===== src/video_params.svh =====
// raster geometry, blanking window, sync position and reset line macros
`ifndef VIDEO_PARAMS_SVH
`define VIDEO_PARAMS_SVH

// frame size in cen ticks and lines
`define VID_HTOTAL      512
`define VID_VTOTAL      262

// visible columns 64..447 give 384 pixels
`define VID_HB_END      64
`define VID_HB_START    448

// visible lines 14..237 give 224 lines
`define VID_VB_END      14
`define VID_VB_START    238

// hsync placement, end wraps round to column 13
`define VID_HS_START    487
`define VID_HS_LEN      38

// vsync edges, only looked at on an hsync rise
`define VID_VS_START    251
`define VID_VS_END      255

// display lines that kick off a render of the line after them
`define VID_START_FIRST 13
`define VID_START_LAST  236

// counters come out of reset in vertical blank
`define VID_RESET_LINE  240

`endif


===== src/video_pkg.sv =====
// shared widths, sync bus and video output structs, fetch FSM states
`default_nettype none

package video_pkg;

    typedef logic [8:0] hcount_t;   // pixel column, 0..511
    typedef logic [8:0] vcount_t;   // line number, 0..261
    typedef logic [7:0] pixel_t;    // palette index
    typedef logic [7:0] scroll_t;   // scroll offset in pixels or lines

    // sync and blanking levels, all active high
    typedef struct packed {
        logic hs;
        logic vs;
        logic hb;
        logic vb;
    } syncBus_t;

    // what leaves the board, 12 bits
    typedef struct packed {
        syncBus_t sync;
        pixel_t   pixel;
    } videoOut_t;

    // scanline fill sequencer
    typedef enum logic [1:0] {
        FETCH_IDLE = 2'd0,
        FETCH_RUN  = 2'd1,
        FETCH_DONE = 2'd2
    } fetchState_t;

    // level set while in reset, both blanks on and no sync
    localparam syncBus_t syncBlank = '{hs: 1'b0, vs: 1'b0, hb: 1'b1, vb: 1'b1};

endpackage

`default_nettype wire


===== src/pixel_out.sv =====
// display bank read addressing, pixel blanking and sync alignment into videoOut
`timescale 1ns/1ps
`default_nettype none

`include "video_params.svh"

module pixel_out (
    input  logic                  clk,
    input  logic                  reset,
    input  logic                  cen,
    input  video_pkg::hcount_t    hdump,
    input  video_pkg::vcount_t    vdump,
    input  video_pkg::syncBus_t   syncIn,
    input  video_pkg::pixel_t     rdData,
    output video_pkg::hcount_t    rdAddr,
    output logic                  rdBank,
    output video_pkg::videoOut_t  videoOut
);

    // first visible column maps to buffer column 0
    localparam video_pkg::hcount_t visStart = video_pkg::hcount_t'(`VID_HB_END);

    logic              blank;
    video_pkg::pixel_t shown;

    // wraps in blank columns, those pixels get forced to 0 anyway
    assign rdAddr = video_pkg::hcount_t'(hdump - visStart);
    assign rdBank = vdump[0];   // the bank filled during the previous line

    // syncIn already trails hdump by one tick, same as rdData
    assign blank = syncIn.hb || syncIn.vb;
    assign shown = blank ? '0 : rdData;

    // second tick of the pipe, sync and pixel leave together
    always_ff @(posedge clk) begin
        if (reset) begin
            videoOut.sync  <= video_pkg::syncBlank;
            videoOut.pixel <= '0;
        end else if (cen) begin
            videoOut.sync  <= syncIn;   // held back one tick to sit with the pixel
            videoOut.pixel <= shown;
        end
    end

endmodule

`default_nettype wire


===== config.mk =====
export PLATFORM = sky130hd
export DESIGN_NAME = pixel_out
export DESIGN_NICKNAME = d
export VERILOG_FILES = /design/src/video_pkg.sv /design/src/pixel_out.sv
export VERILOG_INCLUDE_DIRS = /design/src
export SDC_FILE = /design/constraint.sdc
export NUM_CORES = 1
export LEC_CHECK = 0
export ABC_CLOCK_PERIOD_IN_PS = 800
export BUFFER_PORTS_ARGS = -buffer_cell sky130_fd_sc_hd__buf_4
export CAP_MARGIN = 5
export CORE_ASPECT_RATIO = 0.75
export CORE_MARGIN = 3
export CORE_UTILIZATION = 31
export CTS_CLUSTER_SIZE = 14
export DETAILED_ROUTE_END_ITERATION = 8
export GPL_TIMING_DRIVEN = 1
export PLACE_DENSITY = 0.68
export SLEW_MARGIN = 0
export SYNTH_ARGS = -nofsm -noshare
export SYNTH_HDL_FRONTEND = slang
export SYNTH_SLANG_ARGS = --single-unit

===== constraint.sdc =====
create_clock -name clk -period 0.8 [get_ports clk]
set_input_delay 0 -clock clk [delete_from_list [all_inputs] [get_ports clk]]
set_output_delay 0 -clock clk [all_outputs]
set_load 0.02 [all_outputs]

==> flow_metrics.tcl <==
set metrics [dict create \
    crit_path_start_kind "register" \
    cts_root_buf "clkbuf_4" \
    synth-edff-count 0 \
    period_minus_slack_ps 770 \
    holdPathStages 2 \
    synth_area_um2 582 \
    worstPathMaxFanout 2 \
    firstDrtPassIters 4 \
    drv_slew 0 \
    num_io_pins 55 \
    drt-initial-drc-count 10 \
    regToRegSetupSlack_ps 30 \
    drt_wl_total_mm 1.37 \
    antennaDiodeCount 0 \
    p_leak_nw 0.390 \
    endpoint_kind "register" \
    seq_area_frac_synth_pct 41.3 \
    hold_viol 3 \
    hold_class "in2reg" \
    async_reset_ff_share_pct 0 \
    cp.required_ps 970 \
    htree_levels 1 \
    synth_cell_types 13 \
    hpwl_um 960 \
    multi_input_area_um2 259 \
    powerDensity_mw_per_mm2 1630 \
    worstReg2RegStart "videoOut[9]$_SDFFE_PP1P_" \
    reg2reg_depth 2 \
    largest_reg_flops 12 \
    synth_common_cells "12 x dfxtp_1, 9 x buf_4, 8 x a21oi_1, 8 x nand2b_1, 8 x nand4bb_1" \
    synth.area.top_cells "dfxtp_1 41%, nand4bb_1 15%, buf_4 12%" \
    yosys_warnings 0 \
    cts_buffers 3 \
    tightest_slew_ps 366 \
    fin_worst_skew_ps 0 \
    maxSlewHeadroom_pct 75.6 \
    design.die.area_mm2 0.00244 \
    antenna_found_initial 0 \
    cts.sinks 12 \
    setup_viol 0 \
    synth_most_common_cell "dfxtp_1" \
    layout-drive-gt1-share_pct 44.3 \
    num_vias 512 \
    avgSynthCellArea_um2 9.86 \
    status "finished, violations left" \
    maxCapViolations 0 \
    place_inst 102 \
    die_x_um 56.0 \
    stdcell_count 109 \
    seqCellArea_um2 244 \
    cts_setup_buffers 0 \
    grt_pass1_vias 447 \
    fillerInstances 164 \
    grt_pass1_wl_mm 2.01 \
    syn_to_final_growth_pct 46.0 \
    hold_end "videoOut[6]$_SDFFE_PP0P_" \
    hold_buffers 3 \
    cts_tree "done" \
    synth_top_area_share_pct 41.3 \
    reg_top3 "videoOut: 12 flops" \
    nets 123 \
    routed_via_density 4.70 \
    worstSkewPairLatency_ps 270 \
    ir_drop_mv 0.942 \
    holdWs_ps -82.5 \
    rsz0062_at_grt "false" \
    wire_per_inst_um 12.5 \
    violations "negative hold slack" \
    crit_type "reg2reg" \
    top_register "videoOut" \
    rows 12 \
    clock_path_buffers 2 \
    setup_tns_ps 0 \
    hp-start "reset" \
    die_h_um 43.5 \
    start_util_pct 35.9 \
    synth_seq_cells 12 \
    drc_errors 0 \
    total_power_mw 1.39 \
    core_mm2 0.00162 \
    syn_nets 93 \
    fmax_ghz 1.30 \
    portBuffers 32 \
    fin_crit_sh_pct 96.2 \
    grtUsageTotal_pct 11.0 \
    gr-total-overflow 0 \
    synth_top_area_cell "dfxtp_1" \
    grt_max_degree 23 \
    reg2reg_to "videoOut[9]$_SDFFE_PP1P_" \
    globalplace.congestion 0.738 \
    netlist_instances 59 \
    drtAntennaViolNets 0 \
    crit_arrival_ps 940 \
    ys.flop_type "dfxtp_1" \
    clkTransAtPathRegs_ps 70 \
]
[worst max-delay path by stage]
stage / start / end / slack [ps] / cells past startpoint
after floorplan: videoOut[8]$_SDFFE_PP1P_ / videoOut[8]$_SDFFE_PP1P_ / 10 / 2
after global placement: videoOut[9]$_SDFFE_PP1P_ / videoOut[9]$_SDFFE_PP1P_ / 50 / 2
after detailed placement: videoOut[9]$_SDFFE_PP1P_ / videoOut[9]$_SDFFE_PP1P_ / 40 / 2
after CTS: reset / videoOut[11]$_SDFFE_PP0P_ / 5 / 3
after global routing: videoOut[0]$_SDFFE_PP0P_ / videoOut[0] / 4 / 1
final: videoOut[9]$_SDFFE_PP1P_ / videoOut[9]$_SDFFE_PP1P_ / 30 / 2
[metrics by stage]
step / utilization, % / worst slack (ps) / hold slack, ps / area [µm²]
after detailed placement: 48.1 / 36.5 / 0.137 / 779
after global placement: 48.1 / 53.8 / 0.137 / 779
final: 52.4 / 30.2 / -82.5 / 850
after CTS: 52.2 / 4.72 / -79.2 / 846
after global routing: 52.4 / 3.54 / -94.8 / 850
after floorplan: - / 13.5 / 86.4 / 584
[layout by cell type (no fill, tap or decap), types with 2 or more instances in the layout]
cell / n
nand4bb_1: 8
dlygate4sd3_1: 2
dfxtp_1: 9
inv_1: 3
clkbuf_4: 3
dfxtp_2: 3
mux2i_1: 2
a211o_1: 2
nor2b_1: 2
a21oi_1: 8
buf_4: 32
nor2_1: 2
nand2b_1: 8
[repair_timing]
action,CTS,global route
endpoints found under the setup margin,0,10
endpoints found under the hold margin,11,3
resized for setup,0,2
[layout make-up]
class	instances	area share (%)
repair buffers	35	32.1
inverters	3	1.33
multi-input cells	34	30.5
well taps	21	3.09
clock buffers	4	4.27
flip-flops and latches	12	28.7
[where the power goes]
| part | internal (mW) | switching [mW] |
|---|---|---|
| Combinational | 0.151 | 0.124 |
| Sequential | 0.621 | 0.0109 |
| Clock | 0.277 | 0.202 |
[metal layers]
| metal | routed length [µm] | part of all wire [%] | vias up | track usage, % |
|---|---|---|---|---|
| met5 | 0 | 0 | - | 0 |
| met3 | 144 | 11 | 2 | 7.14 |
| met2 | 634 | 46 | 19 | 16.3 |
| li1 | - | - | 255 | - |
| met1 | 575 | 42 | 236 | 12.7 |
| met4 | 12 | 0.88 | 0 | 4.27 |
[logic make-up (layout without fill, tap and decap cells)]
| family | Yosys count | after routing | share of synthesized area, % |
|---|---|---|---|
| AO/OA/AOI/OAI | 10 | 10 | 9.89 |
| XOR/XNOR | 1 | 1 | 1.51 |
| adder cells (fa/ha/maj) | 1 | 1 | 2.15 |
| flip-flops | 12 | 12 | 41.3 |
| buffers and inverters | 13 | 42 | 14.2 |
| AND/OR/NAND/NOR | 20 | 20 | 27.5 |
| multiplexers | 2 | 2 | 3.44 |
[critical path, stage by stage (launching register included)]
cell and delay [ps]:
dfxtp_2 320, nor2b_1 120, a211o_1 220
(Power assumes the default switching activity.)
