### config.mk
export PLATFORM = sky130hd
export DESIGN_NAME = line_fetch
export DESIGN_NICKNAME = d
export VERILOG_FILES = /design/src/video_pkg.sv /design/src/line_fetch.sv
export VERILOG_INCLUDE_DIRS = /design/src
export SDC_FILE = /design/constraint.sdc
export NUM_CORES = 1
export LEC_CHECK = 0
export BUFFER_PORTS_ARGS = -buffer_cell sky130_fd_sc_hd__buf_2
export CORE_MARGIN = 3
export CORE_UTILIZATION = 57
export DETAILED_ROUTE_END_ITERATION = 7
export PLACE_DENSITY = 0.85
export SYNTH_ARGS = -nofsm -noshare
export SYNTH_HDL_FRONTEND = slang
export SYNTH_SLANG_ARGS = --single-unit
### constraint.sdc
create_clock -name clk -period 3 [get_ports clk]
set_input_delay 0.15 -clock clk [delete_from_list [all_inputs] [get_ports clk]]
set_output_delay 0.15 -clock clk [all_outputs]
set_load 0.01 [all_outputs]
### src/video_params.svh
// raster geometry, blanking window, sync position and reset line macros
`ifndef VIDEO_PARAMS_SVH
`define VIDEO_PARAMS_SVH

// frame size in cen ticks and lines
`define VID_HTOTAL      512
`define VID_VTOTAL      262

// visible columns 64..447 give 384 pixels
`define VID_HB_END      64
`define VID_HB_START    448

// visible lines 14..237 give 224 lines
`define VID_VB_END      14
`define VID_VB_START    238

// hsync placement, end wraps round to column 13
`define VID_HS_START    487
`define VID_HS_LEN      38

// vsync edges, only looked at on an hsync rise
`define VID_VS_START    251
`define VID_VS_END      255

// display lines that kick off a render of the line after them
`define VID_START_FIRST 13
`define VID_START_LAST  236

// counters come out of reset in vertical blank
`define VID_RESET_LINE  240

`endif

### src/video_pkg.sv
// shared widths, sync bus and video output structs, fetch FSM states
`default_nettype none

package video_pkg;

    typedef logic [8:0] hcount_t;   // pixel column, 0..511
    typedef logic [8:0] vcount_t;   // line number, 0..261
    typedef logic [7:0] pixel_t;    // palette index
    typedef logic [7:0] scroll_t;   // scroll offset in pixels or lines

    // sync and blanking levels, all active high
    typedef struct packed {
        logic hs;
        logic vs;
        logic hb;
        logic vb;
    } syncBus_t;

    // what leaves the board, 12 bits
    typedef struct packed {
        syncBus_t sync;
        pixel_t   pixel;
    } videoOut_t;

    // scanline fill sequencer
    typedef enum logic [1:0] {
        FETCH_IDLE = 2'd0,
        FETCH_RUN  = 2'd1,
        FETCH_DONE = 2'd2
    } fetchState_t;

    // level set while in reset, both blanks on and no sync
    localparam syncBus_t syncBlank = '{hs: 1'b0, vs: 1'b0, hb: 1'b1, vb: 1'b1};

endpackage

`default_nettype wire

### src/line_fetch.sv
// scanline fill FSM writing the scrolled xor test pattern into the line buffer
`timescale 1ns/1ps
`default_nettype none

`include "video_params.svh"

module line_fetch (
    input  logic                clk,
    input  logic                reset,
    input  logic                start,
    input  video_pkg::vcount_t  vrender,
    input  video_pkg::scroll_t  scrollX,
    input  video_pkg::scroll_t  scrollY,
    output logic                wrEn,
    output logic                wrBank,
    output video_pkg::hcount_t  wrAddr,
    output video_pkg::pixel_t   wrData
);

    // 384 visible pixels, columns 0..383 of the buffer
    localparam video_pkg::hcount_t lastCol =
        video_pkg::hcount_t'(`VID_HB_START - `VID_HB_END - 1);

    video_pkg::fetchState_t state;
    video_pkg::hcount_t     col;        // buffer column being written
    video_pkg::vcount_t     lineReg;    // line being rendered
    video_pkg::scroll_t     scrollXReg;
    video_pkg::scroll_t     scrollYReg;
    video_pkg::pixel_t      colTerm;
    video_pkg::pixel_t      lineTerm;
    logic                   accept;     // start taken this clk

    assign accept = (state == video_pkg::FETCH_IDLE) && start;

    // sequencer, runs every clk regardless of cen
    always_ff @(posedge clk) begin
        if (reset) begin
            state <= video_pkg::FETCH_IDLE;
            col   <= '0;
        end else begin
            case (state)
                video_pkg::FETCH_IDLE: begin
                    if (start) begin
                        state <= video_pkg::FETCH_RUN;
                        col   <= '0;
                    end
                end
                video_pkg::FETCH_RUN: begin
                    if (col == lastCol) begin
                        state <= video_pkg::FETCH_DONE;   // last pixel goes out now
                    end else begin
                        col <= video_pkg::hcount_t'(col + 9'd1);
                    end
                end
                video_pkg::FETCH_DONE: begin
                    state <= video_pkg::FETCH_IDLE;   // one clk gap before idle
                end
                default: begin
                    state <= video_pkg::FETCH_IDLE;
                end
            endcase
        end
    end

    // line and scroll are frozen for the whole fill
    always_ff @(posedge clk) begin
        if (accept) begin
            lineReg    <= vrender;
            scrollXReg <= scrollX;
            scrollYReg <= scrollY;
        end
    end

    // pattern terms wrap mod 256
    assign colTerm  = video_pkg::pixel_t'(col[7:0] + scrollXReg);
    assign lineTerm = video_pkg::pixel_t'(lineReg[7:0] + scrollYReg);

    assign wrEn   = (state == video_pkg::FETCH_RUN);
    assign wrBank = lineReg[0];     // odd lines go to bank 1
    assign wrAddr = col;
    assign wrData = colTerm ^ lineTerm;

endmodule

`default_nettype wire

==> metrics.md <==
| Metric | Value |
|---|---|
| Syn. warnings | `0` |
| Multi-input logic area | `just over 900 sq um` |
| Antenna Cells | `0` |
| Distinct cell type count after synthesis | `36` |
| Crit-path cells | `ha_1, fa_1, a21o_1, a21oi_1, o21ai_0, xor2_1, xnor2_1, buf_2` |
| Leakage Power | `1.038 nW` |
| Vias in the first global route | `roughly 1,500` |
| Vias | `1,517` |
| Die area | `4049 sq um` |
| I/O Pins | `47` |
| Crit start category | `flop` |
| Crit end category | `output port` |
| Slew Limit Fails | `0` |
| Worst Path Arrival | `2.53 ns` |
| Synthesized cell area | `1893 sq um` |
| Clk_skew | `between 0.004 and 0.005 ns` |
| Clock slew at reported path FFs | `0.09 ns` |
| Placer Congestion | `about 0.84` |
| Max_slew headroom | `38.91%` |
| Initial antenna violation count | `0` |
| Largest net degree at the start of global routing | `25` |
| Tot Pwr | `0.001051 W` |
| Row count | `20` |
| Starting density of the core | `61.01%` |
| Async SR Flop Fraction | `0%` |
| DR vias/cell | `around 5.3` |
| CTS Buffer Depth | `2` |
| Fin util | `78.99%` |
| Final hold slack | `approximately 0.13 ns` |
| Gates resized, CTS repair | `0` |
| Synthesized Nets | `210` |
| Post-synth EDFFs | `24` |
| Top_reg_cell synth | `edfxtp_1` |
| PortBufs | `45` |
| Clk_lat worst skew | `0.35 ns` |
| Syn-to-layout area delta | `29.48%` |
| PwrDens | `428.6 nW/um^2` |
| Worst VDD drop | `0.0002923 V` |
| Sequential cell area | `940.9 sq um` |
| Hold Fails Final Rpt | `0` |
| Total CTS buffers | `5` |
| Root buf cell | `clkbuf_4` |
| Starting DRT DRC Count | `54` |
| Switching share of power | `27.49%` |
| Type of the worst min-delay path | `primary input to flop` |
| Period Utilization, post-route | `between 80% and 90%` |
| Commonest non-fill, non-tap cell in the layout | `buf_2` |
| Critical path class | `flop to output port` |
| Max FO, Critical Path | `2` |
| Slowest stage cell, crit path | `edfxtp_1` |
| Syn Inst Count | `165` |
| Status | `completed` |
| Wirelength per Cell | `between 15 and 20 microns` |
| HPWL Detailed | `slightly above 3 mm` |
| Unrepaired setup endpoints after global routing | `false` |
| Fill cells | `226` |
| Peak Freq | `372.9 MHz` |
| Yosys reg bits | `35` |
| Die H | `63.63 microns` |
| Internal Power | `0.0007618 W` |
| Pre-antenna DRT Iters | `4` |
| CTS Hold Bufs | `24` |
| Max_cap viols | `0` |
| Worst EP required | `2.85 ns` |
| Logic gate share of total power | `24.0%` |
| Clk pwr share | `23.1%` |
| Post-CTS setup buffers | `0` |
| H-tree depth | `2` |
| Layout Nets | `between 200 and 300` |
| Syn Area/Cell | `11.47 sq um` |
| Synth area leader | `edfxtp_1` |
| Post-synthesis sequential area ratio | `between 40% and 50%` |
| Setup violation total in the final timing report | `0` |
| Min Tclk post-route | `2.682 ns` |
| Global Route Usage Sum | `23.14%` |
| Sequential Power Share | `52.9%` |
| Routed wire length | `between 4 and 5 mm` |
| DRC | `0` |
| Post-DRT Antenna Nets | `0` |
| DIE WIDTH | `around 64 microns` |
| Worst Max-Slew Pin Slew | `0.9154 ns` |
| CTS tree | `built` |
| CTS sink count | `35` |
| Total gr overflow | `0` |
| CP max stage delay | `~0.42 ns` |
| Core area | `3103 sq um` |
| Sw power | `a little under 0.0003 W` |
| Largest cells by area after synthesis | `edfxtp_1 (38%), dfxtp_1 (12%), ha_1 (9.9%), xnor2_1 (6.9%), a21oi_1 (4.0%)` |
| Top cell type's share of synthesized area | `38.07%` |
| Setup TNS | `0 ns` |
| Share of layout cells above drive strength 1 | `24.17%` |
| Most frequent cells in the layout | `buf_2 (45), dlygate4sd3_1 (24), edfxtp_1 (24)` |
| First-pass GRT wire length | `7.176 mm` |
sequential cells by signal, indices dropped and copies added (netlist names):
name        flops
wrAddr          9
lineReg         8
scrollXReg      8
state           2
scrollYReg      8
critical path, delay by kind of cell (launching register included):
| kind | cells | cell delay [ns] |
|---|---|---|
| AOI/OAI and AO/OA | 3 | 0.62 |
| xor gates and xnor gates | 2 | 0.33 |
| adders and majority gates | 2 | 0.67 |
| buffers and inverters | 1 | 0.15 |
| DFF | 1 | 0.42 |
logic make-up after synthesis:
logic type | Yosys count | share of synthesized area (%)
adder cells (fa/ha/maj) | 17 | 12.03
buffers and inverters | 10 | 2.181
AND/OR/NAND/NOR | 41 | 12.03
flip-flops | 35 | 49.70
AO/OA/AOI/OAI | 40 | 13.15
XOR/XNOR | 22 | 10.91
routing by layer:
layer	track usage (%)	vias to the layer above	share of wire [%]
li1	-	744	-
met1	25.89	712	40
met2	41.72	53	53
met3	6.417	8	5.3
met4	8.086	0	1.7
met5	0	-	0
cells in the mapped netlist (2+ instances only):
| cell | count |
|---|---|
| nand2b_1 | 3 |
| xnor2_1 | 15 |
| o21ai_0 | 11 |
| ha_1 | 15 |
| nor2_1 | 10 |
| inv_1 | 7 |
| dfxtp_1 | 11 |
| nor3_2 | 3 |
| nand3_1 | 5 |
| a21o_1 | 3 |
| fa_1 | 2 |
| o211ai_1 | 3 |
| and2_1 | 2 |
| nand2_1 | 8 |
| edfxtp_1 | 24 |
| a21oi_1 | 15 |
| xor2_1 | 6 |
| nor3_1 | 2 |
| or3_1 | 3 |
final timing paths:
path                            slack [ns]              startpoint                     end  cells after the start
worst min-delay path                  0.13                   reset  wrAddr[8]$_SDFFE_PP0P_                      2
worst max register to register        1.12  wrAddr[1]$_SDFFE_PP0P_  wrAddr[2]$_SDFFE_PP0P_                      6
worst max-delay path                  0.32    lineReg[0]$_DFFE_PP_               wrData[6]                      8
worst min register to register        0.55  wrAddr[8]$_SDFFE_PP0P_   state[1]$_SDFFE_PP0P_                      2
cell type report:
class | instances | share of cell area [%]
Sequential cell | 35 | 38.39
Tap cell | 44 | 2.246
Multi-Input combinational cell | 120 | 37.16
Clock buffer | 8 | 1.991
Inverter | 8 | 1.225
Timing Repair Buffer | 69 | 18.99
power by group through the flow:
stage / combinational (W) / clock (W) / sequential, W
detailed placement: 0.000223 / 0 / 0.000567
finish: 0.000252 / 0.000242 / 0.000556
floorplan: 0.000149 / 0 / 0.000564
global route: 0.000274 / 0.000270 / 0.000559
CTS: 0.000249 / 0.000245 / 0.000556
global placement: 0.000215 / 0 / 0.000565
metrics by stage:
stage                     cells  cell area [sq um]  setup WS (ns)
after floorplan             165               1893         0.8879
after global placement      252               2162         0.8316
after detailed placement    252               2162         0.7065
after CTS                   284               2451         0.3139
after global routing        284               2451         0.1551
final                       284               2451         0.3181
(Power assumes the default switching activity.)
