### src/video_params.svh
// raster geometry, blanking window, sync position and reset line macros
`ifndef VIDEO_PARAMS_SVH
`define VIDEO_PARAMS_SVH

// frame size in cen ticks and lines
`define VID_HTOTAL      512
`define VID_VTOTAL      262

// visible columns 64..447 give 384 pixels
`define VID_HB_END      64
`define VID_HB_START    448

// visible lines 14..237 give 224 lines
`define VID_VB_END      14
`define VID_VB_START    238

// hsync placement, end wraps round to column 13
`define VID_HS_START    487
`define VID_HS_LEN      38

// vsync edges, only looked at on an hsync rise
`define VID_VS_START    251
`define VID_VS_END      255

// display lines that kick off a render of the line after them
`define VID_START_FIRST 13
`define VID_START_LAST  236

// counters come out of reset in vertical blank
`define VID_RESET_LINE  240

`endif

### src/video_pkg.sv
// shared widths, sync bus and video output structs, fetch FSM states
`default_nettype none

package video_pkg;

    typedef logic [8:0] hcount_t;   // pixel column, 0..511
    typedef logic [8:0] vcount_t;   // line number, 0..261
    typedef logic [7:0] pixel_t;    // palette index
    typedef logic [7:0] scroll_t;   // scroll offset in pixels or lines

    // sync and blanking levels, all active high
    typedef struct packed {
        logic hs;
        logic vs;
        logic hb;
        logic vb;
    } syncBus_t;

    // what leaves the board, 12 bits
    typedef struct packed {
        syncBus_t sync;
        pixel_t   pixel;
    } videoOut_t;

    // scanline fill sequencer
    typedef enum logic [1:0] {
        FETCH_IDLE = 2'd0,
        FETCH_RUN  = 2'd1,
        FETCH_DONE = 2'd2
    } fetchState_t;

    // level set while in reset, both blanks on and no sync
    localparam syncBus_t syncBlank = '{hs: 1'b0, vs: 1'b0, hb: 1'b1, vb: 1'b1};

endpackage

`default_nettype wire

### src/video_timing.sv
// raster counters, render line pipeline, sync and blanking generation, line start pulse
`timescale 1ns/1ps
`default_nettype none

`include "video_params.svh"

module video_timing (
    input  logic                 clk,
    input  logic                 reset,
    input  logic                 cen,
    output video_pkg::hcount_t   hdump,
    output video_pkg::vcount_t   vdump,
    output video_pkg::vcount_t   vrender,
    output logic                 start,
    output video_pkg::syncBus_t  sync
);

    // geometry as typed constants so compares stay 9 bits wide
    localparam video_pkg::hcount_t lastCol   = video_pkg::hcount_t'(`VID_HTOTAL - 1);
    localparam video_pkg::vcount_t lastLine  = video_pkg::vcount_t'(`VID_VTOTAL - 1);
    localparam video_pkg::hcount_t hbEnd     = video_pkg::hcount_t'(`VID_HB_END);
    localparam video_pkg::hcount_t hbStart   = video_pkg::hcount_t'(`VID_HB_START);
    localparam video_pkg::vcount_t vbEnd     = video_pkg::vcount_t'(`VID_VB_END);
    localparam video_pkg::vcount_t vbStart   = video_pkg::vcount_t'(`VID_VB_START);
    localparam video_pkg::hcount_t hsStart   = video_pkg::hcount_t'(`VID_HS_START);
    localparam video_pkg::hcount_t hsEnd     =
        video_pkg::hcount_t'((`VID_HS_START + `VID_HS_LEN) % `VID_HTOTAL);  // 13
    localparam video_pkg::vcount_t vsStart   = video_pkg::vcount_t'(`VID_VS_START);
    localparam video_pkg::vcount_t vsEnd     = video_pkg::vcount_t'(`VID_VS_END);
    localparam video_pkg::vcount_t startLo   = video_pkg::vcount_t'(`VID_START_FIRST);
    localparam video_pkg::vcount_t startHi   = video_pkg::vcount_t'(`VID_START_LAST);
    localparam video_pkg::vcount_t resetLine = video_pkg::vcount_t'(`VID_RESET_LINE);

    video_pkg::vcount_t vrender1;   // two lines ahead of display
    logic               lineEnd;    // last column of the line

    assign lineEnd = (hdump == lastCol);

    // column counter and the three stage line pipeline
    always_ff @(posedge clk) begin
        if (reset) begin
            hdump    <= '0;
            vdump    <= resetLine;
            vrender  <= video_pkg::vcount_t'(resetLine + 9'd1);
            vrender1 <= video_pkg::vcount_t'(resetLine + 9'd2);
        end else if (cen) begin
            hdump <= lineEnd ? '0 : video_pkg::hcount_t'(hdump + 9'd1);
            if (lineEnd) begin
                vrender1 <= (vrender1 == lastLine) ? '0
                          : video_pkg::vcount_t'(vrender1 + 9'd1);
                vrender  <= vrender1;   // shift down the pipe
                vdump    <= vrender;
            end
        end
    end

    // start is one clk wide even when cen is slower than clk
    always_ff @(posedge clk) begin
        start <= 1'b0;
        if (!reset && cen && lineEnd) begin
            // vrender here becomes the new vdump
            start <= (vrender >= startLo) && (vrender <= startHi);
        end
    end

    // sync and blanking, one cen tick behind the counters
    always_ff @(posedge clk) begin
        if (reset) begin
            sync <= video_pkg::syncBlank;
        end else if (cen) begin
            sync.hb <= (hdump >= hbStart) || (hdump < hbEnd);
            sync.vb <= (vdump >= vbStart) || (vdump < vbEnd);   // 224 lines open
            if (hdump == hsStart) begin
                sync.hs <= 1'b1;
                // vsync edges ride on the hsync rise
                if (vdump == vsStart) begin
                    sync.vs <= 1'b1;
                end
                if (vdump == vsEnd) begin
                    sync.vs <= 1'b0;
                end
            end
            if (hdump == hsEnd) begin
                sync.hs <= 1'b0;    // 38 ticks after the rise
            end
        end
    end

endmodule

`default_nettype wire

### config.mk
export PLATFORM = sky130hd
export DESIGN_NAME = video_timing
export DESIGN_NICKNAME = d
export VERILOG_FILES = /design/src/video_pkg.sv /design/src/video_timing.sv
export VERILOG_INCLUDE_DIRS = /design/src
export SDC_FILE = /design/constraint.sdc
export NUM_CORES = 1
export LEC_CHECK = 0
export BUFFER_PORTS_ARGS = -buffer_cell sky130_fd_sc_hd__buf_2
export CORE_MARGIN = 2
export CORE_UTILIZATION = 45
export CTS_CLUSTER_DIAMETER = 200
export DETAILED_ROUTE_END_ITERATION = 8
export PLACE_DENSITY_LB_ADDON = 0.15
export SLEW_MARGIN = 30
export SYNTH_ARGS = -nofsm -noshare
export SYNTH_HDL_FRONTEND = slang
export SYNTH_SLANG_ARGS = --single-unit
### constraint.sdc
create_clock -name clk -period 2 [get_ports clk]
set_input_delay 0.4 -clock clk [delete_from_list [all_inputs] [get_ports clk]]
set_output_delay 0.4 -clock clk [all_outputs]
set_load 0.01 [all_outputs]
==> metrics.csv, run 1 <==
metric,value,unit
critPathLaunchType,flip-flop,
via_count,1584,
die_height,67.50,um
max_slew_margin,72.55,%
yosys.cell_types.count,40,
start_util,46.02,%
rr_endpoint,vrender1[4],
path_clk_slew,80,ps
hold_start,sync[2],
antenna_left,0,
areaGrowthSynthToFinish,22.34,%
critPathRequiredTime,2170,ps
cts_root_buffer,clkbuf_8,
dp_slack,117.0,ps
io_pins,35,
grt_max_degree,28,
synth_ff_type,dfxtp_1,
dpl.hpwl,2764,um
cts_hold_buf,0,
syn_inst,212,
cp-end-kind,flip-flop,
synth_area,1814,um^2
grt_pass1_wl,6341,um
cts_tree,built,
cts.sinks,41,
initialDrtViolationCount,98,
die_w,67.50,um
routed_wl,3864,um
synth-edff-count,0,
reg2reg_slack,140,ps
crit_type,reg -> reg,
synth.area.top_cells,"dfxtp_1 45%, nand2_1 8.1%, nor2_1 4.8%, a21oi_1 4.1%, ha_1 4.1%",
cap_violations,0,
dp_cells,299,
synth_top_area_share,45.24,%
syn_avg_cell_area,8.558,um^2
routed_via_density,5.160,
die-area,4556,um^2
rows,23,
hold_viol_final,0,
io_buffer_count,34,
coreArea,3943,um^2
clk_latency,290,ps
cp.arrival,2030,ps
place_congestion,0.8149,
cts_buffers,5,
outcome,"finished, final reports clean",
min_to,sync[2],
yosysWarnings,0,
leakage,0.9594,nW
avgRoutedWirePerCell,12.59,um
overflow,0,
ys_async_sr_fraction,0,%
powerDensity,639.4,nW/um^2
ys_ff_latch,41,
regToRegStartpoint,hdump[1],
fin_crit,1859,ps
drv_slew,0,
grt_antenna_before_repair,0,
multi_input_area,942.2,um^2
whs_path_depth,2,
drc,0,
setup_ws,141.5,ps
drtPass1Iterations,4,
layout.nets,265,
clock_path_buffers,2,
fin_skew,5.203,ps
fin_setup_tns,0,ps
ys_seq_area_share,45.24,%
drive_above_1_share,26.07,%
critical_path_peak_fanout,5,
yosysTopAreaCell,dfxtp_1,
fmax,538.1,MHz
hold_ws,478.5,ps
worstMarginPinSlew,411.8,ps
fill_cells,379,
grt.total_usage,18.37,%
ff_latch_area,822.0,um^2
fin_cells,307,
insertedDiodeCount,0,
grt_pass1_vias,1350,
htreeDepth,2,
fin_crit_sh,92.93,%
worst-r2r-cell-count,7,
peakVddDrop,0.4838,mV
finalSetupViolations,0,
synth_fp_nets,221,
hold_path.class,reg -> reg,
-- cells in the mapped netlist, types with 3 or more instances --
cell	number
inv_1	7
nand2b_1	4
a211o_1	3
nor2_1	23
nand4_1	4
nand3_1	3
clkbuf_1	8
xnor2_1	5
ha_1	6
a21oi_1	15
nand2_1	39
and3_1	3
nor3_1	9
dfxtp_1	41
xor2_1	6
nand3b_1	6
-- kinds of logic after synthesis --
| family | synth area share [%] |
|---|---|
| flip-flops | 45.24 |
| adder cells (fa/ha/maj) | 4.138 |
| AND/OR/NAND/NOR | 29.38 |
| multiplexers | 1.103 |
| XOR/XNOR | 5.310 |
| buffers and inverters | 3.793 |
| AO/OA/AOI/OAI | 11.03 |
-- power by group --
group	leakage, nW	internal [W]	switching (W)
registers	0.332	0.000821	0.00000260
logic	0.584	0.0000272	0.0000373
clock network	0.0439	0.000241	0.000290
-- flip-flops by register name (all words and copies together) (netlist names) --
register  flops
vdump         9
vrender       9
sync          4
start         1
vrender1      9
hdump         9
-- layer usage --
layer	track usage [%]	vias to the layer above	part of all wire, %
met4	5.612	0	1.4
li1	-	811	-
met3	4.000	6	3.9
met1	26.04	736	48
met5	0	-	0
met2	27.82	31	46
-- worst max-delay path by stage --
stage	startpoint	to	slack (ps)	depth (start not counted)
after floorplan	hdump[1]	vrender1[4]	30	7
after global placement	hdump[1]	vrender1[4]	200	7
after detailed placement	hdump[1]	vrender1[4]	120	7
after CTS	hdump[1]	vrender1[5]	110	9
after global routing	hdump[1]	vrender1[6]	-10	9
final	hdump[1]	vrender1[4]	140	7
-- worst max-delay path, stage by stage, from the launching register on --
cell and delay [ps]:
dfxtp_1 340, ha_1 180, nand2_1 70, nor3_1 200
ha_2 230, nand3_2 120, o21ai_0 170, or3b_2 440
-- cell usage in the layout (no fill, tap or decap), types with 4 or more instances in the layout --
cell,synthesis,final
ha_1,6,5
clkbuf_8,0,5
nor3_1,9,6
xnor2_1,5,5
nand3b_1,6,6
nand2_1,39,39
nor2_1,23,23
xor2_1,6,6
buf_4,1,12
a21oi_1,15,15
inv_1,7,7
dfxtp_1,41,40
nand2b_1,4,4
nor3_2,1,4
nand4_1,4,4
buf_2,1,34
-- repair_timing --
action	CTS	global route
setup endpoints to repair	0	3
resized for setup	0	4
endpoints found under the hold margin	0	0
buffers inserted	0	0
-- layout make-up --
type	count	area share (%)
inverter	7	1.184
timing repair buffer	47	12.63
tap	50	2.818
clock inverter	3	0.7892
sequential	41	37.03
clock buffer	5	3.100
multi-input combinational	154	42.45
-- stage by stage --
stage          total power [W]  utilization (%)  area, um^2
6_report              0.001419            56.30        2220
3_3_place_gp         0.0009085            53.67        2116
2_1_floorplan        0.0008857                -        1815
4_1_cts               0.001436            55.86        2202
3_5_place_dp         0.0009090            53.67        2116
5_1_grt               0.001474            56.30        2220
No activity file was read; power rests on OpenSTA's default activity.
==> inputs of run 2 (changes only) <==
--- a/config.mk
+++ b/config.mk
@@ -7,6 +7,7 @@
 export NUM_CORES = 1
 export LEC_CHECK = 0
 export BUFFER_PORTS_ARGS = -buffer_cell sky130_fd_sc_hd__buf_2
+export CORE_ASPECT_RATIO = 1.2
 export CORE_MARGIN = 2
 export CORE_UTILIZATION = 45
 export CTS_CLUSTER_DIAMETER = 200
==> run 2 against run 1 <==
Net effect: critical endpoint is now vrender1[6]; combinational power is essentially flat; sequential power about the same; wire length increased by 0.52%; setup slack better by 9.6 ps; highest routed layer unchanged; non-clock buffer count is 2 lower; core utilization up 0.63 points.
==> metrics.csv, run 2 (same netlist as run 1, synthesis figures left out) <==
metric,value,unit,change
fmax,540.9,MHz,was 538.1 MHz
slowest_delay,340,ps,was 440 ps
fill_cells,382,,was 379
dpl_cell_area,2093,um^2,was 2116 um^2
insertedDiodeCount,0,,unchanged
p_clk_share,43.9,%,was 37.4%
cts_hold_buf,0,,unchanged
fin_crit,1849,ps,was 1859 ps
cap_violations,0,,unchanged
htreeDepth,2,,unchanged
worstPathCellList,"ha_1, nand2_1, nor3_2, ha_2, nand3_2, buf_4, nor3_1, xnor2_1, nand2b_1",,"was ha_1, nand2_1, nor3_1, ha_2, nand3_2, o21ai_0, or3b_2"
worstMarginPinSlew,584.5,ps,was 411.8 ps
via_count,1582,,"was 1,584"
switchingPower,0.0003318,W,was 0.0003300 W
hold_start,vdump[0],,was sync[2]
cp-end-kind,flip-flop,,unchanged
avgRoutedWirePerCell,12.57,um,was 12.59 um
cts_root_buffer,clkbuf_8,,unchanged
cts.sinks,41,,unchanged
timing.critical_path.buf_inv,1,,was 0
cts_buffers,5,,unchanged
antenna_left,0,,unchanged
finish.instance_area,2226,um^2,was 2220 um^2
routed_via_density,5.120,,was 5.160
hold_path.class,reg -> reg,,unchanged
finalSetupViolations,0,,unchanged
grt_max_degree,36,,was 28
cts_tree,built,,unchanged
hold_viol_final,0,,unchanged
p_int,0.001253,W,was 0.001089 W
overflow,0,,unchanged
outcome,"finished, final reports clean",,unchanged
coreArea,3910,um^2,was 3943 um^2
ff_latch_area,822.0,um^2,unchanged
fin_cells,309,,was 307
fin_crit_sh,92.45,%,was 92.93%
place_congestion,0.7985,,was 0.8149
grt_antenna_before_repair,0,,unchanged
drc,0,,unchanged
io_pins,35,,unchanged
power_frac_seq,52.0,%,was 58.0%
grt.total_usage,18.43,%,was 18.37%
critPathLaunchType,flip-flop,,unchanged
die_height,73.56,um,was 67.50 um
grt_pass1_vias,1371,,"was 1,350"
power,0.001585,W,was 0.001419 W
grt_pass1_wl,6313,um,was 6341 um
power_frac_comb,4.1,%,was 4.5%
slowest_stage,dfxtp_1,,was or3b_2
regToRegStartpoint,hdump[1],,unchanged
routed_wl,3884,um,was 3864 um
leakage,0.9542,nW,was 0.9594 nW
multi_input_area,937.1,um^2,was 942.2 um^2
dpl.hpwl,2785,um,was 2764 um
critPathRequiredTime,2190,ps,was 2170 ps
powerDensity,712.0,nW/um^2,was 639.4 nW/um^2
startpoint,hdump[1],,unchanged
max_slew_margin,61.03,%,was 72.55%
rows,25,,was 23
layout_commonest_cell,dfxtp_1,,unchanged
io_buffer_count,34,,unchanged
timing.critical_path.max_delay_family,simple AND/OR/NAND/NOR gates,,unchanged
die-area,4557,um^2,was 4556 um^2
peakVddDrop,0.3511,mV,was 0.4838 mV
areaGrowthSynthToFinish,22.69,%,was 22.34%
fin_skew,6.081,ps,was 5.203 ps
drtPass1Iterations,4,,unchanged
start_util,46.40,%,was 46.02%
final_cell_mix,"40 x dfxtp_1, 39 x nand2_1, 34 x buf_2",,unchanged
die_w,61.96,um,was 67.50 um
switching_share,20.94,%,was 23.25%
clk_latency,290,ps,about the same
clock_path_buffers,2,,unchanged
drv_slew,0,,unchanged
dp_cells,301,,was 299
cp.arrival,2040,ps,was 2030 ps
path_clk_slew,80,ps,about the same
layout.nets,263,,was 265
dp_slack,65.65,ps,was 117.0 ps
critical_path_peak_fanout,5,,unchanged
initialDrtViolationCount,61,,was 98
fin_setup_tns,0,ps,unchanged
drive_above_1_share,25.10,%,was 26.07%
crit_type,reg -> reg,,unchanged
setup_ws,151.1,ps,was 141.5 ps
run 2: cell types whose count changed in the layout (fill, tap and decap cells not counted):
cell,before,now
buf_4,12,11
o21ai_1,0,1
o21ai_0,2,1
nor3_1,6,7
buf_12,1,0
bufinv_16,0,1
nor3_2,4,3
clkbuf_8,5,6
clkinv_2,2,0
run 2: cell type report:
class	instances	share of cell area, %
Clock buffer	6	3.710
Sequential cell	41	36.93
Multi-Input combinational cell	154	42.10
Tap cell	54	3.035
Timing Repair Buffer	45	11.35
Clock inverter	2	1.686
Inverter	7	1.180
run 2: routing by layer:
metal  track usage (%)  vias to the layer above  share of wire [%]
met1             25.60                      731                 47
li1                  -                      809                  -
met3             4.225                        6                3.9
met4             7.092                        0                1.5
met5                 0                        -                  0
met2             27.31                       36                 48
run 2: repair_timing:
action                                  CTS  global route
endpoints found under the setup margin    0             7
buffers inserted                          0             0
gates resized for setup                   0             4
hold endpoints to repair                  0             0
run 2: worst paths after layout:
path | endpoint | slack (ps) | cells past startpoint
worst max register to register | vrender1[6] | 150 | 9
worst max-delay path | vrender1[6] | 150 | 9
worst min register to register | vdump[0] | 480 | 2
worst min-delay path | vdump[0] | 480 | 2
run 2: per-stage QoR:
stage	utilization, %	hold WS, ps
global route	56.93	522.7
CTS	56.61	480.6
finish	56.93	482.2
global placement	53.54	463.2
detailed placement	53.54	467.3
floorplan	-	457.7
run 2: power groups by stage:
stage | registers (W) | logic (W) | clock network (W)
finish | 0.000824 | 0.0000645 | 0.000696
global route | 0.000825 | 0.0000718 | 0.000745
detailed placement | 0.000843 | 0.0000655 | 0
CTS | 0.000824 | 0.0000658 | 0.000714
floorplan | 0.000850 | 0.0000361 | 0
global placement | 0.000843 | 0.0000649 | 0
run 2: tightest hold or removal path, cell delays in order (launching register included):
cell and delay, ps:
dfxtp_1 330, nand2_1 60, a21oi_1 50
==> inputs of run 3 (changes only) <==
--- a/config.mk
+++ b/config.mk
@@ -13,6 +13,7 @@
 export CTS_CLUSTER_DIAMETER = 200
 export DETAILED_ROUTE_END_ITERATION = 8
 export PLACE_DENSITY_LB_ADDON = 0.15
+export RECOVER_POWER = 25
 export SLEW_MARGIN = 30
 export SYNTH_ARGS = -nofsm -noshare
 export SYNTH_HDL_FRONTEND = slang
==> run 3 against run 2 <==
Net effect: total power barely moved; clock-buffer cell count unchanged; setup slack about the same; sequential share of layout area grew 0.40 points; flip-flop and latch count unchanged.
==> metrics.csv, run 3 (same netlist as run 1, synthesis figures left out) <==
metric,value,unit,change
outcome,"finished, final reports clean",,unchanged
hold_path.class,reg -> reg,,unchanged
switchingPower,0.0003319,W,was 0.0003318 W
critical_path_peak_fanout,5,,unchanged
finalSetupViolations,0,,unchanged
grt_pass1_wl,6313,um,unchanged
cts_root_buffer,clkbuf_8,,unchanged
critPathLaunchType,flip-flop,,unchanged
worstMarginPinSlew,586.1,ps,was 584.5 ps
io_buffer_count,34,,unchanged
htreeDepth,2,,unchanged
whs_path_depth,2,,unchanged
dpl_cell_area,2093,um^2,unchanged
p_int,0.001253,W,about the same
rows,25,,unchanged
die_w,61.96,um,unchanged
reg2reg_slack,150,ps,about the same
final_util,56.32,%,was 56.93%
grt_antenna_before_repair,0,,unchanged
hold_ws,485.0,ps,was 482.2 ps
grt.total_usage,18.43,%,unchanged
drtPass1Iterations,4,,unchanged
dpl.hpwl,2785,um,unchanged
die_height,73.56,um,unchanged
min_to,vdump[0],,unchanged
layout_commonest_cell,dfxtp_1,,unchanged
cts_hold_buf,0,,unchanged
switching_share,20.94,%,about the same
drive_above_1_share,18.43,%,was 25.10%
drv_slew,0,,unchanged
layout.nets,263,,unchanged
post_cts_buffers,0,,unchanged
die-area,4557,um^2,unchanged
final_cell_mix,"40 x dfxtp_1, 39 x nand2_1, 23 x nor2_1",,"was 40 x dfxtp_1, 39 x nand2_1, 34 x buf_2"
coreArea,3910,um^2,unchanged
routed_wl,3926,um,was 3884 um
p_clk_share,43.9,%,about the same
io_pins,35,,unchanged
grt_pass1_vias,1371,,unchanged
cts-resized-gates,0,,unchanged
areaGrowthSynthToFinish,21.38,%,was 22.69%
overflow,0,,unchanged
finish.instance_area,2202,um^2,was 2226 um^2
cts_buffers,5,,unchanged
crit_type,reg -> reg,,unchanged
clock_path_buffers,2,,unchanged
powerDensity,719.6,nW/um^2,was 712.0 nW/um^2
power_frac_seq,52.0,%,about the same
cts_tree,built,,unchanged
start_util,46.40,%,unchanged
clk_latency,290,ps,about the same
cap_violations,0,,unchanged
cp.arrival,2040,ps,about the same
fill_cells,395,,was 382
critPathRequiredTime,2190,ps,about the same
via_count,1576,,"was 1,582"
drc,0,,unchanged
power_frac_comb,4.1,%,about the same
hold_viol_final,0,,unchanged
fmax,541.0,MHz,was 540.9 MHz
rr_endpoint,vrender1[6],,unchanged
avgRoutedWirePerCell,12.71,um,was 12.57 um
hold_start,vdump[0],,unchanged
fin_skew,6.268,ps,was 6.081 ps
cp-end-kind,flip-flop,,unchanged
routed_via_density,5.100,,was 5.120
max_slew_margin,60.93,%,was 61.03%
initialDrtViolationCount,69,,was 61
peakVddDrop,0.3504,mV,was 0.3511 mV
insertedDiodeCount,0,,unchanged
place_congestion,0.7985,,unchanged
path_clk_slew,80,ps,about the same
cts.sinks,41,,unchanged
grt_max_degree,36,,unchanged
worst-r2r-cell-count,9,,unchanged
leakage,0.8987,nW,was 0.9542 nW
fin_crit_sh,92.43,%,was 92.45%
fin_crit,1849,ps,about the same
antenna_left,0,,unchanged
regToRegStartpoint,hdump[1],,unchanged
run 3: cell types whose count changed in the layout (fill, tap and decap cells not counted), sizes merged:
| cell | previous run | this run |
|---|---|---|
| buf | 45 | 28 |
| clkbuf | 6 | 23 |
run 3: worst max-delay path: stages (launching register included):
cell	delay, ps
dfxtp_1	340
ha_1	160
nand2_1	80
nor3_2	200
ha_2	230
nand3_2	120
buf_4	190
nor3_1	220
xnor2_1	140
nand2b_1	60
run 3: stage by stage:
stage | setup WS, ps | power [W] | instances | TNS [ps]
4_1_cts | 60.86 | 0.001604 | 309 | 0
3_5_place_dp | 65.65 | 0.0009086 | 301 | 0
5_1_grt | -3.720 | 0.001642 | 309 | -3.720
3_3_place_gp | 199.7 | 0.0009077 | 301 | 0
6_report | 151.4 | 0.001585 | 309 | 0
2_1_floorplan | 29.25 | 0.0008857 | 212 | 0
run 3: worst max-delay path by stage:
stage / from / end / slack [ps] / cells after the start
after global routing: hdump[1] / vdump[1] / -4 / 8
after CTS: hdump[1] / vrender1[4] / 60 / 7
final: hdump[1] / vrender1[6] / 150 / 9
after global placement: hdump[1] / vrender1[4] / 200 / 7
after floorplan: hdump[1] / vrender1[4] / 30 / 7
after detailed placement: hdump[1] / vrender1[4] / 70 / 7
run 3: layout make-up:
cell class,instances,area [um^2],area share [%]
clock buffer,6,82.58,3.750
clock inverter,2,37.54,1.705
inverter,7,26.28,1.193
multi-input combinational,154,937.1,42.56
sequential,41,822.0,37.33
tap,54,67.56,3.068
timing repair buffer,45,229.0,10.40
run 3: per-layer routing:
metal | part of all wire (%) | up-vias | GRT usage, %
met4 | 1.5 | 0 | 7.092
met3 | 3.8 | 6 | 4.225
met5 | 0 | - | 0
met1 | 48 | 730 | 25.60
li1 | - | 809 | -
met2 | 47 | 31 | 27.31
run 3: power groups by stage:
stage | logic [W] | registers [W] | clock network, W
floorplan | 0.0000361 | 0.000850 | 0
global placement | 0.0000649 | 0.000843 | 0
detailed placement | 0.0000655 | 0.000843 | 0
CTS | 0.0000658 | 0.000824 | 0.000714
global route | 0.0000715 | 0.000825 | 0.000745
finish | 0.0000643 | 0.000824 | 0.000696
